$ cat src/hw/icache_pkg.sv
// Instruction cache package with the cache geometry and the FSM state encodings
package icache_pkg;

  //////////////////////////////////////////////////////////////////////
  // Geometry
  //////////////////////////////////////////////////////////////////////

  localparam int unsigned WAYS_WIDTH     = 1;
  localparam int unsigned NUM_WAYS       = 1 << WAYS_WIDTH;
  localparam int unsigned SETS_WIDTH     = 4;
  localparam int unsigned NUM_SETS       = 1 << SETS_WIDTH;
  localparam int unsigned BEATS_WIDTH    = 3;
  localparam int unsigned BEATS_PER_LINE = 1 << BEATS_WIDTH;

  // 64-byte lines
  localparam int unsigned LINE_OFFSET_WIDTH = 6;

  // Address widths
  localparam int unsigned PHYS_ADDR_LEN   = 32;
  localparam int unsigned FETCH_ADDR_LEN  = 64;
  localparam int unsigned TAG_WIDTH       = PHYS_ADDR_LEN - SETS_WIDTH - LINE_OFFSET_WIDTH;
  localparam int unsigned LINE_ADDR_WIDTH = PHYS_ADDR_LEN - LINE_OFFSET_WIDTH;

  // Data widths
  localparam int unsigned BEAT_WIDTH  = 64;
  localparam int unsigned INSTR_WIDTH = 32;

  //////////////////////////////////////////////////////////////////////
  // State encodings
  //////////////////////////////////////////////////////////////////////

  // Refill engine
  localparam int unsigned REFILL_STATE_WIDTH = 2;
  localparam logic [REFILL_STATE_WIDTH-1:0] REFILL_IDLE  = 2'd0;
  localparam logic [REFILL_STATE_WIDTH-1:0] REFILL_REQ   = 2'd1;
  localparam logic [REFILL_STATE_WIDTH-1:0] REFILL_BEATS = 2'd2;

  // Fetch controller
  localparam int unsigned CTRL_STATE_WIDTH = 3;
  localparam logic [CTRL_STATE_WIDTH-1:0] CTRL_SWEEP  = 3'd0;
  localparam logic [CTRL_STATE_WIDTH-1:0] CTRL_IDLE   = 3'd1;
  localparam logic [CTRL_STATE_WIDTH-1:0] CTRL_LOOKUP = 3'd2;
  localparam logic [CTRL_STATE_WIDTH-1:0] CTRL_FILL   = 3'd3;
  localparam logic [CTRL_STATE_WIDTH-1:0] CTRL_REPLAY = 3'd4;
  localparam logic [CTRL_STATE_WIDTH-1:0] CTRL_FAULT  = 3'd5;

endpackage

$ cat src/hw/icache_refill.sv
// Refill engine that requests a line from memory and writes its beats into the line store
`timescale 1ns/1ps

module icache_refill import icache_pkg::*; (
  input  logic                       clk_i,
  input  logic                       rst_ni,
  input  logic                       fill_start_i,
  input  logic [LINE_ADDR_WIDTH-1:0] fill_line_i,
  input  logic [WAYS_WIDTH-1:0]      fill_way_i,
  input  logic                       mem_req_ready_i,
  input  logic                       mem_gnt_valid_i,
  input  logic [BEAT_WIDTH-1:0]      mem_gnt_data_i,
  input  logic                       mem_gnt_denied_i,
  output logic                       mem_req_valid_o,
  output logic [LINE_ADDR_WIDTH-1:0] mem_req_line_o,
  output logic                       mem_gnt_ready_o,
  output logic [WAYS_WIDTH-1:0]      wr_way_o,
  output logic [SETS_WIDTH-1:0]      wr_set_o,
  output logic [BEATS_WIDTH-1:0]     wr_beat_o,
  output logic                       wr_data_req_o,
  output logic [BEAT_WIDTH-1:0]      wr_data_o,
  output logic                       wr_tag_req_o,
  output logic [TAG_WIDTH-1:0]       wr_tag_o,
  output logic                       fill_done_o,
  output logic                       fill_denied_o
);

  logic [REFILL_STATE_WIDTH-1:0] state_q;
  logic [BEATS_WIDTH-1:0]        beat_q;
  logic                          denied_q;
  logic [LINE_ADDR_WIDTH-1:0]    line_q;
  logic [WAYS_WIDTH-1:0]         way_q;

  wire gnt_fire  = mem_gnt_valid_i && mem_gnt_ready_o;
  wire last_beat = &beat_q;

  // Line address and target way of the current refill
  always_ff @(posedge clk_i) begin
    if (state_q == REFILL_IDLE && fill_start_i) begin
      line_q <= fill_line_i;
      way_q  <= fill_way_i;
    end
  end

  always_ff @(posedge clk_i or negedge rst_ni) begin
    if (!rst_ni) begin
      state_q  <= REFILL_IDLE;
      beat_q   <= '0;
      denied_q <= 1'b0;
    end else begin
      case (state_q)
        REFILL_IDLE: begin
          if (fill_start_i) begin
            state_q  <= REFILL_REQ;
            beat_q   <= '0;
            denied_q <= 1'b0;
          end
        end
        REFILL_REQ: begin
          if (mem_req_ready_i) state_q <= REFILL_BEATS;
        end
        REFILL_BEATS: begin
          if (gnt_fire) begin
            beat_q   <= beat_q + BEATS_WIDTH'(1);
            denied_q <= denied_q || mem_gnt_denied_i;
            if (last_beat) state_q <= REFILL_IDLE;
          end
        end
        default: state_q <= REFILL_IDLE;
      endcase
    end
  end

  assign mem_req_valid_o = state_q == REFILL_REQ;
  assign mem_req_line_o  = line_q;
  assign mem_gnt_ready_o = state_q == REFILL_BEATS;

  // Beats go straight into the data array; tag and valid follow the last one
  assign wr_way_o      = way_q;
  assign wr_set_o      = line_q[SETS_WIDTH-1:0];
  assign wr_beat_o     = beat_q;
  assign wr_data_req_o = gnt_fire && !mem_gnt_denied_i;
  assign wr_data_o     = mem_gnt_data_i;
  assign wr_tag_req_o  = gnt_fire && last_beat && !mem_gnt_denied_i && !denied_q;
  assign wr_tag_o      = line_q[LINE_ADDR_WIDTH-1:SETS_WIDTH];

  assign fill_done_o   = gnt_fire && last_beat;
  assign fill_denied_o = denied_q || mem_gnt_denied_i;

endmodule

$ cat config.mk
export PLATFORM = sky130hd
export DESIGN_NAME = icache_refill
export DESIGN_NICKNAME = d
export VERILOG_FILES = /design/src/hw/icache_pkg.sv /design/src/hw/icache_refill.sv
export SDC_FILE = /design/constraint.sdc
export NUM_CORES = 1
export LEC_CHECK = 0
export BUFFER_PORTS_ARGS = -buffer_cell sky130_fd_sc_hd__buf_2
export CORE_AREA = 4 4 85 87
export DETAILED_ROUTE_END_ITERATION = 10
export DIE_AREA = 0 0 89 91
export GPL_ROUTABILITY_DRIVEN = 0
export PLACE_DENSITY = 0.73
export SKIP_LAST_GASP = 1
export SLEW_MARGIN = 20
export SYNTH_ARGS = -nofsm -noshare
export SYNTH_HDL_FRONTEND = slang
export SYNTH_SLANG_ARGS = --single-unit
$ cat constraint.sdc
create_clock -name clk_i -period 5.8 [get_ports clk_i]
set_input_delay 1.16 -clock clk_i [delete_from_list [all_inputs] [get_ports clk_i]]
set_output_delay 1.16 -clock clk_i [all_outputs]
set_load 0.01 [all_outputs]
## Yosys cells after proc, flatten, opt, wreduce, memory -nomap -nowiden

Cells that the tools add are included.

| storage, ports and cells | value |
|---|---|
| register bits after elaboration | 33 |
| latch bits | 0 |
| RAM bits | 0 |
| ROM bits | 0 |
| input port bits | 97 |
| logic and storage cells | 37 |
| memories | 0 |

| cells by class | value |
|---|---|
| $add $sub $neg | 1 |
| $mul | 0 |
| divide/modulo/power cells | 0 |
| order comparisons | 0 |
| equality and inequality tests | 6 |
| shift-type cells | 0 |
| mux-type cells | 11 |
| bitwise logic cells | 0 |
| reduce and logical (&&, ||, !) cells | 14 |

Operators by type and width:

| kind | count |
|---|---|
| 2-bit two-way mux | 4 |
| 1-bit logical AND | 6 |
| 3-bit two-way mux | 2 |
| 2-bit one-hot mux with 3 select lines | 1 |
| 3-bit one-hot mux with 2 select lines | 1 |
| 3-bit AND reduction | 2 |
| 2-bit by 1-bit inequality test with 1-bit output (second input constant) | 2 |
| 2-bit inequality test (second input constant) | 2 |
| 4-bit AND reduction | 1 |
| 3-bit by 1-bit adder with 3-bit output (second input constant) | 1 |
| 2-bit by 1-bit equality test with 1-bit output (second input constant) | 1 |
| 2-bit equality test (second input constant) | 1 |
| 1-bit zero test | 2 |
| 2-bit zero test | 1 |
| 1-bit two-way mux | 2 |
| 1-bit one-hot mux with 2 select lines | 1 |
| 2-bit nonzero test | 1 |
| 1-bit logical OR | 1 |

## Longest topological paths before layout

| depth | value |
|---|---|
| word-level depth | 5 |
| depth in mapped cells | 4 |
| depth with buffers taken out | 4 |

## Worst setup path before layout

OpenSTA, ideal clock, no wires.

| path | value |
|---|---|
| kind | input -> register |
| from | input port fill_start_i |
| to | register line_q[0], in the netlist mem_req_line_o[0], enable pin |
| arrival | 2.593 ns |
| data required time | 5.386 ns |
| slack | 2.794 ns |
| stages | 2 |
| path through | nor2b_1 > nor2b_1 |

| between the ends | value |
|---|---|
| word-level cells in the longest chain between the ends | 1 |

Ends and longest elaborated chain:

| element | line | RTL |
|---|---|---|
| start, declared | icache_refill.sv:7 | `input logic fill_start_i,` |
| 1-bit logical AND | icache_refill.sv:39 | `if (state_q == REFILL_IDLE && fill_start_i) begin` |
| end signal, assigned | icache_refill.sv:40 | `line_q <= fill_line_i;` |
| end, declared | icache_refill.sv:31 | `logic [LINE_ADDR_WIDTH-1:0] line_q;` |

Every way passes these cells.
A chain may end at the register's enable or synchronous reset.

## Worst setup path in the final report

| path | value |
|---|---|
| from | input port mem_gnt_denied_i |
| to | output port wr_tag_req_o |

| between the ends | value |
|---|---|
| word-level cells in the longest chain between the ends | 3 |

Ends and longest elaborated chain:

| element | line | RTL |
|---|---|---|
| start, declared | icache_refill.sv:13 | `input logic mem_gnt_denied_i,` |
| 1-bit zero test | icache_refill.sv:84 | `assign wr_tag_req_o = gnt_fire && last_beat && !mem_gnt_denied_i && !denied_q;` |
| 1-bit logical AND (2 in series) | icache_refill.sv:84 |  |
| end, declared | icache_refill.sv:22 | `output logic wr_tag_req_o,` |

Every way passes these cells.

==> impl_metrics.ini <==
[route]
firstDrtPassIters = 4
wl_mm = 3.85
routedWlPerCell_microns = 15.5
viasPerCell = 4.19
final_antenna_net_count = 0
dr.first_iter.drc_count = 11
post-route-drc-count = 0
vias = 1040

[critical_path]
cpMostUsedCell = buf_2
r2r_slack_ns = 4.32
path_max_fanout = 3
crit_chain = buf_2 > or2_1 > nor3_2 > buf_2
worst_setup_path_end_kind = primary output
critPathBufInv = 2
worstSetupPathType = primary input to primary output
crit_arrival_ns = 1.84
crit_required_ns = 4.64
cp_slowest_cell = or2_1
cpPeakStageDelay_ns = 0.25
crit_path_start_kind = primary input
cpLargestDelayFamily = simple AND/OR/NAND/NOR gates

[global_route]
grt_pass1_wl_mm = 5.60
grt_pass1_vias = 1094
overflow = 0
grt_antenna_before_repair = 1
grt_max_degree = 28
track_usage_pct = 9.24

[hold_path]
hp-class = flop to flop

[final_layout]
nFillCells = 647
diodes = 0
drive_gt1_share_pct = 66.7
syn_to_final_growth_pct = -1.44
fin_nets = 269
final_area_sq_um = 1880

[pwr]
peakVddDrop_uv = 193
p_seq_share_pct = 47.9
p_comb_share_pct = 30.4
p_sw_uw = 252
cellPowerDensity_nw_per_um2 = 401
internal-power_uw = 503
cellLeakagePower_nw = 0.851
pwr-share-clk_pct = 21.7
switching_share_pct = 33.4

[placement]
port-buffer-count = 94
place_area_sq_um = 1800
hpwlAfterDp_mm = 3.06

[timing]
setup_viol_count_final = 0
tightest_slew_ns = 0.447
hold-worst-slack_ns = 0.528
finalHoldViolations = 0
fin_crit_ns = 3.00
maxSlewHeadroom_pct = 70.2
setup_tns_ns = 0
slew_violations = 0
rsz0062_at_grt = false
skew_ns = 0.00410
period_share_pct = 51.6
max_freq_mhz = 334

[yosys]
synth_top_area_share_pct = 42.4
synth_area_leaders = edfxtp_1, buf_4, dfrtp_1, o221ai_2, ha_1
yosysWarnings = 0
synth_area_leader_cell = edfxtp_1
synthCells = 159
synth_cell_types = 21
syn_nets = 258
ys_seq_area_share_pct = 50.3
synth_area_sq_um = 1910
avgSynthCellArea_sq_um = 12.0
synth-seq-cells = 33

[floorplan]
num_rows = 29
die-area_sq_um = 8100
chipWidth_microns = 89
die_y_microns = 91
core_sq_um = 6350
num_io_pins = 223
start_util_pct = 30.1

[clock_network]
clock_latency_ns = 0.28
cts_hold_buf = 0
cts.sinks = 33
cts_resized = 0
cts_tree = done
clock_path_buffers = 2
cts_root_buf = clkbuf_8
cts-buffers-inserted = 5
clk_pin_slew_ns = 0.06
h-tree-depth = 2
post-cts-setup-buffer-count = 0

[status]
status = complete, no violations

[job]
cap_violations = 0
[synth_stat cells]
cell type  count
ha_1           2
o221ai_2       4
inv_2          1
nor2b_1        3
or2_1          1
and2_1         1
inv_1          4
nor3b_2        1
nor3_2         1
o22ai_2        1
buf_6          1
nand2b_1       1
nand3b_1       3
nor2_1         2
nand2_1        6
nand2b_2       2
o21ba_2        1
buf_4         90
edfxtp_1      27
a211oi_1       1
dfrtp_1        6
[final timing paths]
check                                 start                 end  depth (start not counted)
max reg2reg                      state_q[0]  mem_req_line_o[17]                          3
min in group asynchronous            rst_ni          state_q[0]                          1
max                        mem_gnt_denied_i        wr_tag_req_o                          4
max in group asynchronous            rst_ni            denied_q                          1
min                                denied_q            denied_q                          2
min reg2reg                        denied_q            denied_q                          2
[logic make-up (layout without fill, tap and decap cells)]
| family | count (synthesis) | in the layout | share of synthesized area [%] |
|---|---|---|---|
| flops | 33 | 33 | 50.3 |
| buf+inv | 96 | 108 | 36.9 |
| fa+ha+maj | 2 | 2 | 1.31 |
| compound gates | 7 | 7 | 4.71 |
| simple gates | 21 | 21 | 6.81 |
[routing by layer]
metal	part of all wire, %	vias up	global-route usage [%]
met1	34	466	9.23
li1	-	456	-
met5	0.52	-	0
met2	46	86	13.9
met4	4.4	2	5.83
met3	15	30	6.24
[flip-flops by register name (all words and copies together), names as in the netlist]
register and cells:
denied_q 1, wr_beat_o 3, wr_way_o 1, mem_req_line_o 26, state_q 2
[worst min-delay path, stage by stage, from the launching register on]
cell and delay, ns:
dfrtp_1 0.37, nand2_1 0.07, o221ai_2 0.05
[power by group through the flow]
stage,clock network [mW],logic (mW),registers (mW)
floorplan,0,0.202,0.379
global placement,0,0.233,0.365
detailed placement,0,0.236,0.367
CTS,0.176,0.237,0.362
global route,0.187,0.252,0.369
finish,0.164,0.230,0.361
[area by class of cell]
class                           instances  area, sq um  area share, %
Clock inverter                          2         10.0          0.531
Inverter                                5         18.8          0.996
Multi-Input combinational cell         30          248           13.1
Timing Repair Buffer                   95          478           25.4
Clock buffer                            6         72.6           3.85
Tap cell                               77         96.3           5.11
Sequential cell                        33          961           51.0
[cells in the final DEF (no fill, tap or decap), drive strengths merged]
| cell | count |
|---|---|
| o221ai | 4 |
| clkbuf | 6 |
| edfxtp | 27 |
| clkinv | 2 |
| nor3b | 1 |
| nand2b | 3 |
| nand3b | 3 |
| nand2 | 6 |
| a211oi | 1 |
| nor3 | 1 |
| nor2b | 3 |
| o21ba | 1 |
| ha | 2 |
| and2 | 1 |
| o22ai | 1 |
| dfrtp | 6 |
| or2 | 1 |
| buf | 95 |
| inv | 5 |
| nor2 | 2 |
[through the flow]
stage | power [mW] | utilization (%) | setup slack [ns] | std cells
6_report | 0.755 | 29.7 | 2.80 | 248
5_1_grt | 0.809 | 29.7 | 2.76 | 248
4_1_cts | 0.776 | 29.7 | 2.79 | 248
3_5_place_dp | 0.603 | 28.4 | 2.81 | 240
3_3_place_gp | 0.598 | 28.4 | 2.82 | 240
2_1_floorplan | 0.581 | - | 2.79 | 159
(Power assumes the default switching activity.)
