### config.mk
export PLATFORM = sky130hd
export DESIGN_NAME = icache_fetch_ctrl
export DESIGN_NICKNAME = d
export VERILOG_FILES = /design/src/hw/icache_pkg.sv /design/src/hw/icache_fetch_ctrl.sv
export SDC_FILE = /design/constraint.sdc
export NUM_CORES = 1
export LEC_CHECK = 0
export BUFFER_PORTS_ARGS = -buffer_cell sky130_fd_sc_hd__buf_2
export CAP_MARGIN = 40
export CORE_AREA = 2 2 124 126
export DETAILED_ROUTE_END_ITERATION = 7
export DIE_AREA = 0 0 126 128
export MAX_ROUTING_LAYER = met4
export PLACE_DENSITY = 0.57
export REMOVE_ABC_BUFFERS = 1
export SLEW_MARGIN = 20
export SYNTH_ARGS = -nofsm -noshare
export SYNTH_HDL_FRONTEND = slang
export SYNTH_SLANG_ARGS = --single-unit
### constraint.sdc
create_clock -name clk_i -period 2.9 [get_ports clk_i]
set_input_delay 0.145 -clock clk_i [delete_from_list [all_inputs] [get_ports clk_i]]
set_output_delay 0.145 -clock clk_i [all_outputs]
set_load 0.01 [all_outputs]
### src/hw/icache_pkg.sv
// Instruction cache package with the cache geometry and the FSM state encodings
package icache_pkg;

  //////////////////////////////////////////////////////////////////////
  // Geometry
  //////////////////////////////////////////////////////////////////////

  localparam int unsigned WAYS_WIDTH     = 1;
  localparam int unsigned NUM_WAYS       = 1 << WAYS_WIDTH;
  localparam int unsigned SETS_WIDTH     = 4;
  localparam int unsigned NUM_SETS       = 1 << SETS_WIDTH;
  localparam int unsigned BEATS_WIDTH    = 3;
  localparam int unsigned BEATS_PER_LINE = 1 << BEATS_WIDTH;

  // 64-byte lines
  localparam int unsigned LINE_OFFSET_WIDTH = 6;

  // Address widths
  localparam int unsigned PHYS_ADDR_LEN   = 32;
  localparam int unsigned FETCH_ADDR_LEN  = 64;
  localparam int unsigned TAG_WIDTH       = PHYS_ADDR_LEN - SETS_WIDTH - LINE_OFFSET_WIDTH;
  localparam int unsigned LINE_ADDR_WIDTH = PHYS_ADDR_LEN - LINE_OFFSET_WIDTH;

  // Data widths
  localparam int unsigned BEAT_WIDTH  = 64;
  localparam int unsigned INSTR_WIDTH = 32;

  //////////////////////////////////////////////////////////////////////
  // State encodings
  //////////////////////////////////////////////////////////////////////

  // Refill engine
  localparam int unsigned REFILL_STATE_WIDTH = 2;
  localparam logic [REFILL_STATE_WIDTH-1:0] REFILL_IDLE  = 2'd0;
  localparam logic [REFILL_STATE_WIDTH-1:0] REFILL_REQ   = 2'd1;
  localparam logic [REFILL_STATE_WIDTH-1:0] REFILL_BEATS = 2'd2;

  // Fetch controller
  localparam int unsigned CTRL_STATE_WIDTH = 3;
  localparam logic [CTRL_STATE_WIDTH-1:0] CTRL_SWEEP  = 3'd0;
  localparam logic [CTRL_STATE_WIDTH-1:0] CTRL_IDLE   = 3'd1;
  localparam logic [CTRL_STATE_WIDTH-1:0] CTRL_LOOKUP = 3'd2;
  localparam logic [CTRL_STATE_WIDTH-1:0] CTRL_FILL   = 3'd3;
  localparam logic [CTRL_STATE_WIDTH-1:0] CTRL_REPLAY = 3'd4;
  localparam logic [CTRL_STATE_WIDTH-1:0] CTRL_FAULT  = 3'd5;

endpackage

### src/hw/icache_fetch_ctrl.sv
// Fetch controller with tag compare, victim choice, flush sweep and fault detection
`timescale 1ns/1ps

module icache_fetch_ctrl import icache_pkg::*; (
  input  logic                                clk_i,
  input  logic                                rst_ni,
  input  logic                                req_valid_i,
  input  logic [FETCH_ADDR_LEN-1:0]           req_addr_i,
  input  logic                                req_flush_i,
  input  logic [NUM_WAYS-1:0][TAG_WIDTH-1:0]  rd_tag_i,
  input  logic [NUM_WAYS-1:0]                 rd_valid_i,
  input  logic [NUM_WAYS-1:0][BEAT_WIDTH-1:0] rd_data_i,
  input  logic                                fill_done_i,
  input  logic                                fill_denied_i,
  output logic                                req_ready_o,
  output logic                                resp_valid_o,
  output logic [INSTR_WIDTH-1:0]              resp_instr_o,
  output logic                                resp_fault_o,
  output logic                                rd_req_o,
  output logic [SETS_WIDTH-1:0]               rd_set_o,
  output logic [BEATS_WIDTH-1:0]              rd_beat_o,
  output logic                                inv_req_o,
  output logic [SETS_WIDTH-1:0]               inv_set_o,
  output logic                                fill_start_o,
  output logic [LINE_ADDR_WIDTH-1:0]          fill_line_o,
  output logic [WAYS_WIDTH-1:0]               fill_way_o
);

  logic [CTRL_STATE_WIDTH-1:0] state_q, state_d;
  logic [SETS_WIDTH-1:0]       sweep_set_q, sweep_set_d;
  logic                        flush_pending_q, flush_pending_d;
  logic [WAYS_WIDTH-1:0]       rr_q, rr_d;
  logic [PHYS_ADDR_LEN-1:0]    addr_q;

  logic [NUM_WAYS-1:0]   hit;
  logic [WAYS_WIDTH-1:0] hit_way;
  logic [WAYS_WIDTH-1:0] victim_way;
  logic [BEAT_WIDTH-1:0] hit_data;

  wire req_fire  = req_valid_i && req_ready_o;
  wire req_fault = |req_addr_i[FETCH_ADDR_LEN-1:PHYS_ADDR_LEN];
  wire all_valid = &rd_valid_i;

  //////////////////////////////////////////////////////////////////////
  // Tag compare and victim choice
  //////////////////////////////////////////////////////////////////////

  always_comb begin
    hit        = '0;
    hit_way    = '0;
    victim_way = rr_q;
    for (int i = NUM_WAYS - 1; i >= 0; i--) begin
      if (rd_valid_i[i] &&
          rd_tag_i[i] == addr_q[PHYS_ADDR_LEN-1:SETS_WIDTH+LINE_OFFSET_WIDTH]) begin
        hit[i]  = 1'b1;
        hit_way = WAYS_WIDTH'(i);
      end
      // Lowest invalid way wins
      if (!rd_valid_i[i]) victim_way = WAYS_WIDTH'(i);
    end
  end

  assign hit_data     = rd_data_i[hit_way];
  // Bit 2 picks the instruction within the beat
  assign resp_instr_o = addr_q[2] ? hit_data[BEAT_WIDTH-1:INSTR_WIDTH] : hit_data[INSTR_WIDTH-1:0];

  //////////////////////////////////////////////////////////////////////
  // Main FSM
  //////////////////////////////////////////////////////////////////////

  always_comb begin
    state_d         = state_q;
    sweep_set_d     = sweep_set_q;
    flush_pending_d = flush_pending_q;
    rr_d            = rr_q;
    fill_start_o    = 1'b0;

    case (state_q)
      CTRL_SWEEP: begin
        sweep_set_d = sweep_set_q + SETS_WIDTH'(1);
        if (&sweep_set_q) begin
          // A flush resumes with its own fetch
          state_d         = flush_pending_q ? CTRL_REPLAY : CTRL_IDLE;
          flush_pending_d = 1'b0;
        end
      end
      CTRL_IDLE: begin
        if (req_valid_i) begin
          if (req_fault) begin
            state_d = CTRL_FAULT;
          end else if (req_flush_i) begin
            state_d         = CTRL_SWEEP;
            flush_pending_d = 1'b1;
          end else begin
            state_d = CTRL_LOOKUP;
          end
        end
      end
      CTRL_LOOKUP: begin
        if (|hit) begin
          state_d = CTRL_IDLE;
        end else begin
          fill_start_o = 1'b1;
          if (all_valid) rr_d = rr_q + WAYS_WIDTH'(1);
          state_d = CTRL_FILL;
        end
      end
      CTRL_FILL: begin
        if (fill_done_i) state_d = fill_denied_i ? CTRL_FAULT : CTRL_REPLAY;
      end
      CTRL_REPLAY: state_d = CTRL_LOOKUP;
      CTRL_FAULT:  state_d = CTRL_IDLE;
      default:     state_d = CTRL_SWEEP;
    endcase
  end

  always_ff @(posedge clk_i or negedge rst_ni) begin
    if (!rst_ni) begin
      state_q         <= CTRL_SWEEP;
      sweep_set_q     <= '0;
      flush_pending_q <= 1'b0;
      rr_q            <= '0;
    end else begin
      state_q         <= state_d;
      sweep_set_q     <= sweep_set_d;
      flush_pending_q <= flush_pending_d;
      rr_q            <= rr_d;
    end
  end

  always_ff @(posedge clk_i) begin
    if (req_fire) addr_q <= req_addr_i[PHYS_ADDR_LEN-1:0];
  end

  //////////////////////////////////////////////////////////////////////
  // Outputs
  //////////////////////////////////////////////////////////////////////

  assign req_ready_o  = state_q == CTRL_IDLE;
  assign resp_valid_o = (state_q == CTRL_LOOKUP && |hit) || state_q == CTRL_FAULT;
  assign resp_fault_o = state_q == CTRL_FAULT;

  // New requests read straight from the port, replays from the latched address
  assign rd_req_o  = (req_fire && !req_fault && !req_flush_i) || state_q == CTRL_REPLAY;
  assign rd_set_o  = req_ready_o ? req_addr_i[LINE_OFFSET_WIDTH+:SETS_WIDTH]
                                 : addr_q[LINE_OFFSET_WIDTH+:SETS_WIDTH];
  assign rd_beat_o = req_ready_o ? req_addr_i[LINE_OFFSET_WIDTH-BEATS_WIDTH+:BEATS_WIDTH]
                                 : addr_q[LINE_OFFSET_WIDTH-BEATS_WIDTH+:BEATS_WIDTH];

  assign inv_req_o = state_q == CTRL_SWEEP;
  assign inv_set_o = sweep_set_q;

  assign fill_line_o = addr_q[PHYS_ADDR_LEN-1:LINE_OFFSET_WIDTH];
  assign fill_way_o  = victim_way;

endmodule

# After elaboration in Yosys (flattened, before gate mapping)
# Index checks and enable logic that the tools add are counted.
[totals]
regBits = 41
input_bits = 244
mem_count = 0
output_inout_bits = 76
wordCells = 65
latch_bits = 0
romBits = 0
ramBits = 0
[op_classes]
order_cmp = 1
mul = 0
n_shift = 0
div = 0
add_sub_neg = 2
reduce_logical = 18
n_bitwise = 1
eq_ne = 12
n_mux = 26
[op_table]
columns = ["cell", "count"]
rows = [
  ["64-bit 2-to-1 mux", 2],
  ["22-bit == test", 2],
  ["32-bit 2-to-1 mux", 1],
  ["32-bit OR reduction", 1],
  ["3-bit 2-to-1 mux", 6],
  ["3-bit one-hot mux with 6 select lines", 1],
  ["1-bit 2-to-1 mux", 12],
  ["2-bit inequality test (second input constant)", 4],
  ["4-bit AND reduction", 2],
  ["3-bit by 2-bit == test with 1-bit output (second input constant)", 2],
  ["3-bit == test (second input constant)", 2],
  ["1-bit logical AND", 6],
  ["5-bit AND reduction", 1],
  ["4-bit by 1-bit adder with 4-bit output (second input constant)", 1],
  ["2-bit 2-to-1 mux", 2],
  ["4-bit 2-to-1 mux", 1],
  ["3-bit by 1-bit == test with 1-bit output (second input constant)", 1],
  ["3-bit zero test", 1],
  ["3-bit AND reduction", 1],
  ["1-bit zero test", 2],
  ["1-bit logical OR", 2],
  ["1-bit by 2-bit less-than comparator with 1-bit output (second input constant)", 1],
  ["2-bit by 1-bit inequality test with 1-bit output (second input constant)", 1],
  ["1-bit one-hot mux with 2 select lines", 1],
  ["other kinds (4)", 4],
]

# Depth between registers and ports, before layout
[logic_depth]
depth_word = 7
ltp_mapped = 7
depth_no_buf = 6

# Worst setup path after synthesis
# Ideal clock, no wire load.
[synth_timing]
kind = "reg2out"
start = "reg addr_q[25]"
end = "out resp_instr_o[10]"
n_path_buf = 1
stages_incl_launch_ff = 7
slack_ps = 505
t_required_ps = 2755
t_arrival_ps = 2250
cell_sequence = "edfxtp_1 xor2_1 nor4b_1 nand3_1 o31ai_2 buf_6 mux4_2"
[synth_between]
elab_chain_len = 7
elab_cells_between_ends = 9
classes_between = "eq/ne: 2; mux: 5; reduce/logical: 2"
[synth_rtl]
columns = ["item", "line_no", "text"]
rows = [
  ["start: declaration", "icache_fetch_ctrl.sv:33", "logic [PHYS_ADDR_LEN-1:0] addr_q;"],
  ["start signal: assignment", "icache_fetch_ctrl.sv:132", "if (req_fire) addr_q <= req_addr_i[PHYS_ADDR_LEN-1:0];"],
  ["22-bit == test", "icache_fetch_ctrl.sv:54", "rd_tag_i[i] == addr_q[PHYS_ADDR_LEN-1:SETS_WIDTH+LINE_OFFSET_WIDTH]) begin"],
  ["1-bit logical AND", "icache_fetch_ctrl.sv:53", "if (rd_valid_i[i] &&"],
  ["1-bit 2-to-1 mux", "icache_fetch_ctrl.sv:53", ""],
  ["1-bit 2-to-1 mux *", "icache_fetch_ctrl.sv:53", ""],
  ["64-bit 2-to-1 mux (not written as such) * (2 in series)", "icache_fetch_ctrl.sv:63", "assign hit_data = rd_data_i[hit_way];"],
  ["32-bit 2-to-1 mux *", "icache_fetch_ctrl.sv:65", "assign resp_instr_o = addr_q[2] ? hit_data[BEAT_WIDTH-1:INSTR_WIDTH] : hit_data[INSTR_WIDTH-1:0];"],
  ["end: declaration", "icache_fetch_ctrl.sv:17", "output logic [INSTR_WIDTH-1:0] resp_instr_o,"],
]
# Every way passes the cells marked *; elsewhere a longest branch is shown, timed or not. The select of a mux whose other input is x is not followed.

# Worst setup path in the final report
[layout_timing]
start = "reg addr_q[19]"
end = "out resp_instr_o[3]"
# The elaborated chain is that of the path after synthesis.

==> impl_metrics.csv <==
group,metric,value,unit
placed_design,place_inst,734,
worst_setup_path,start_kind,"flip-flop",
worst_setup_path,endpoint_kind,"output pin",
routing,drtAntennaViolNets,0,
routing,wirelength,16700,microns
sta,relSlewSlack,47.0,%
floorplan,die_width,126,microns
sta,tightest_slew,0.789,ns
synthesis,ys_warn_count,0,
worst_setup_path,critPathMaxFanout,8,
floorplan,chipHeight,128,microns
sta,finalSetupViolCount,32,
grt,antenna_found_initial,3,
final_layout,layout_common_cells,"buf_2, mux4_2, edfxtp_1",
hold_path,min_path_type,"in -> reg",
placed_design,dp_hpwl,14100,microns
clock_network,h-tree-depth,2,
power_and_ir_drop,power.share.combinational,48.2,%
final_layout,nets,808,
grt,grt-ovfl-total,0,
sta,rsz0062_at_grt,"yes",
floorplan,core_area,14900,sq um
floorplan,io_pins,320,
final_layout,fin_cells,755,
synthesis,ys_dominant_reg_cell,"edfxtp_1",
power_and_ir_drop,seqPwrFrac,29.9,%
sta,timing.clock.skew,0.00694,ns
final_layout,layout_commonest_cell,"buf_2",
synthesis,synth-seq-cells,39,
power_and_ir_drop,p_switching,0.00121,W
synthesis,avgSynthCellArea,12.4,sq um
power_and_ir_drop,switching_share,36.5,%
sta,period_share,102,%
synthesis,synth_top_area_share,28.0,%
power_and_ir_drop,ir_worst_vdd,0.275,mV
sta,whs,0.0301,ns
routing,vias,3597,
synthesis,synth.area.top_cells,"edfxtp_1, mux4_2, xnor2_1, dfrtp_1, buf_4",
synthesis,syn_inst,259,
power_and_ir_drop,power.density,609,nW/um^2
floorplan,num_rows,45,
synthesis,synth-edff-count,30,
clock_network,clk_path_buf_depth,2,
sta,clock.fmax,337,MHz
sta,fin_crit,2.97,ns
routing,drtIter0Drc,155,
sta,hold_viol,0,
routing,viasPerCell,4.76,
power_and_ir_drop,leakage,2.51,nW
power_and_ir_drop,power.clock.fraction,21.8,%
flow_run,cap_violations,0,
final_layout,drive_gt1_share,70.4,%
synthesis,ys_async_sr_fraction,23.1,%
floorplan,die_area,16100,sq um
clock_network,clock_latency,0.29,ns
final_layout,area_growth,68.6,%
worst_setup_path,cp.required,2.76,ns
power_and_ir_drop,p_int,0.00210,W
grt,grt_pass1_wl,22900,microns
clock_network,cts.sinks,39,
clock_network,cts_root_buffer,"clkbuf_16",
grt,grt_start_max_net_pins,32,
routing,avgRoutedWirePerCell,22.1,microns
routing,drc,0,
sta,worst_slack,-0.0678,ns
floorplan,initial_core_util,21.6,%
synthesis,synth_area,3220,sq um
sta,finalSetupTns,-1.02,ns
grt,grt_pass1_vias,3765,
outcome,status,"finished with violations",
placed_design,gp_congestion,0.929,
synthesis,ys_types,41,
sta,finalMaxSlewViolations,0,
clock_network,cts_tree,"done",
outcome,violations,"negative setup slack",
placed_design,portBuffers,317,
clock_network,cts_buffers,5,
worst_setup_path,crit_type,"reg -> out",
clock_network,cts.clk_slew.worst_paths,0.06,ns
grt,grt_use_total,19.8,%
routing,drt_first_pass_iters,5,
synthesis,ys_seq_area_share,35.0,%
power_and_ir_drop,finalPower,0.00330,W
worst_setup_path,cp.arrival,2.82,ns
synthesis,synth_largest_area_cell,"edfxtp_1",
-- registers in the layout (all words and copies together), names as in the netlist --
signal and cells:
inv_set_o 4, flush_pending_q 1, addr_q 30, state_q 3, rr_q 1
-- metrics by stage --
step	cell area (sq um)	util, %	setup WS, ns
2_1_floorplan	2960	-	-1.48
3_3_place_gp	4860	32.7	0.225
3_5_place_dp	4860	32.7	0.176
6_report	5420	36.5	-0.0678
4_1_cts	5240	35.3	-0.0740
5_1_grt	5420	36.5	-0.171
-- critical path: stages (launching register included) --
cell and delay (ns):
edfxtp_1 0.47, xnor2_2 0.19, nand3_1 0.09, or4b_4 0.56, nor4_4 0.19, o31ai_4 0.13, buf_6 0.15, clkbuf_16 0.17
mux4_2 0.46, buf_6 0.14
-- path summary, 6_finish.rpt --
check	from	endpoint	slack [ns]	cells after the start
max in group asynchronous	rst_ni	rr_q$_DFFE_PN0P_	2.45	2
worst max-delay path	addr_q[19]$_DFFE_PP_	resp_instr_o[3]	-0.07	9
worst min register to register	rr_q$_DFFE_PN0P_	rr_q$_DFFE_PN0P_	0.48	1
worst max register to register	addr_q[31]$_DFFE_PP_	rr_q$_DFFE_PN0P_	0.51	7
worst min-delay path	req_addr_i[12]	addr_q[12]$_DFFE_PP_	0.03	1
min in group asynchronous	rst_ni	state_q[1]$_DFFE_PN0P_	0.25	2
-- repair_timing --
| action | 4_1_cts | 5_1_grt |
|---|---|---|
| hold buffers | 1 | 0 |
| buffers inserted | 6 | 0 |
| endpoints found under the setup margin | 33 | 33 |
| hold endpoints to repair | 9 | 0 |
| pin swaps | 0 | 1 |
| cloned | 1 | 2 |
| gates resized for setup | 19 | 25 |
-- logic make-up after synthesis --
family | share of synthesized area [%]
flip-flops | 35.0
XOR/XNOR | 13.5
multiplexers | 25.2
buffers and inverters | 8.05
AO/OA/AOI/OAI | 3.46
adder cells (fa/ha/maj) | 0.389
AND/OR/NAND/NOR | 14.3
-- power by group through the flow --
stage / clock, W / sequential, W / combinational (W)
2_1_floorplan: 0 / 0.00104 / 0.000711
3_3_place_gp: 0 / 0.000991 / 0.00145
3_5_place_dp: 0 / 0.00100 / 0.00147
4_1_cts: 0.000748 / 0.000991 / 0.00155
5_1_grt: 0.000767 / 0.00102 / 0.00171
6_report: 0.000721 / 0.000988 / 0.00159
-- area by class of cell --
class | instances | area, sq um
Inverter | 1 | 3.75
Fill cell | 1514 | 9440
Antenna cell | 3 | 7.51
Multi-Input combinational cell | 183 | 1900
Sequential cell | 39 | 1130
Clock buffer | 6 | 129
Timing Repair Buffer | 333 | 1960
Tap cell | 188 | 235
Clock inverter | 2 | 60.1
-- synth_stat cells (2+ instances only) --
cell type / n
buf_4: 26
nand4b_1: 3
o21ai_0: 4
o31ai_1: 2
or3b_2: 3
a21oi_1: 6
mux2_2: 8
nor4_1: 11
nand4_1: 11
dfrtp_1: 9
or4_1: 2
clkbuf_1: 7
nand3_1: 10
nor4b_1: 2
edfxtp_1: 30
nand2b_1: 3
xnor2_1: 29
mux4_2: 32
nor2_1: 9
buf_6: 3
xor2_1: 17
nor3_1: 5
xnor2_2: 2
nand2_1: 8
-- layer usage --
layer,vias to the layer above,track usage (%),wire length [microns]
met3,20,4.34,1310
met1,1769,19.5,5390
met5,-,-,0
met2,210,39.2,9750
li1,1598,-,-
met4,0,4.85,250
(Power assumes the default switching activity.)
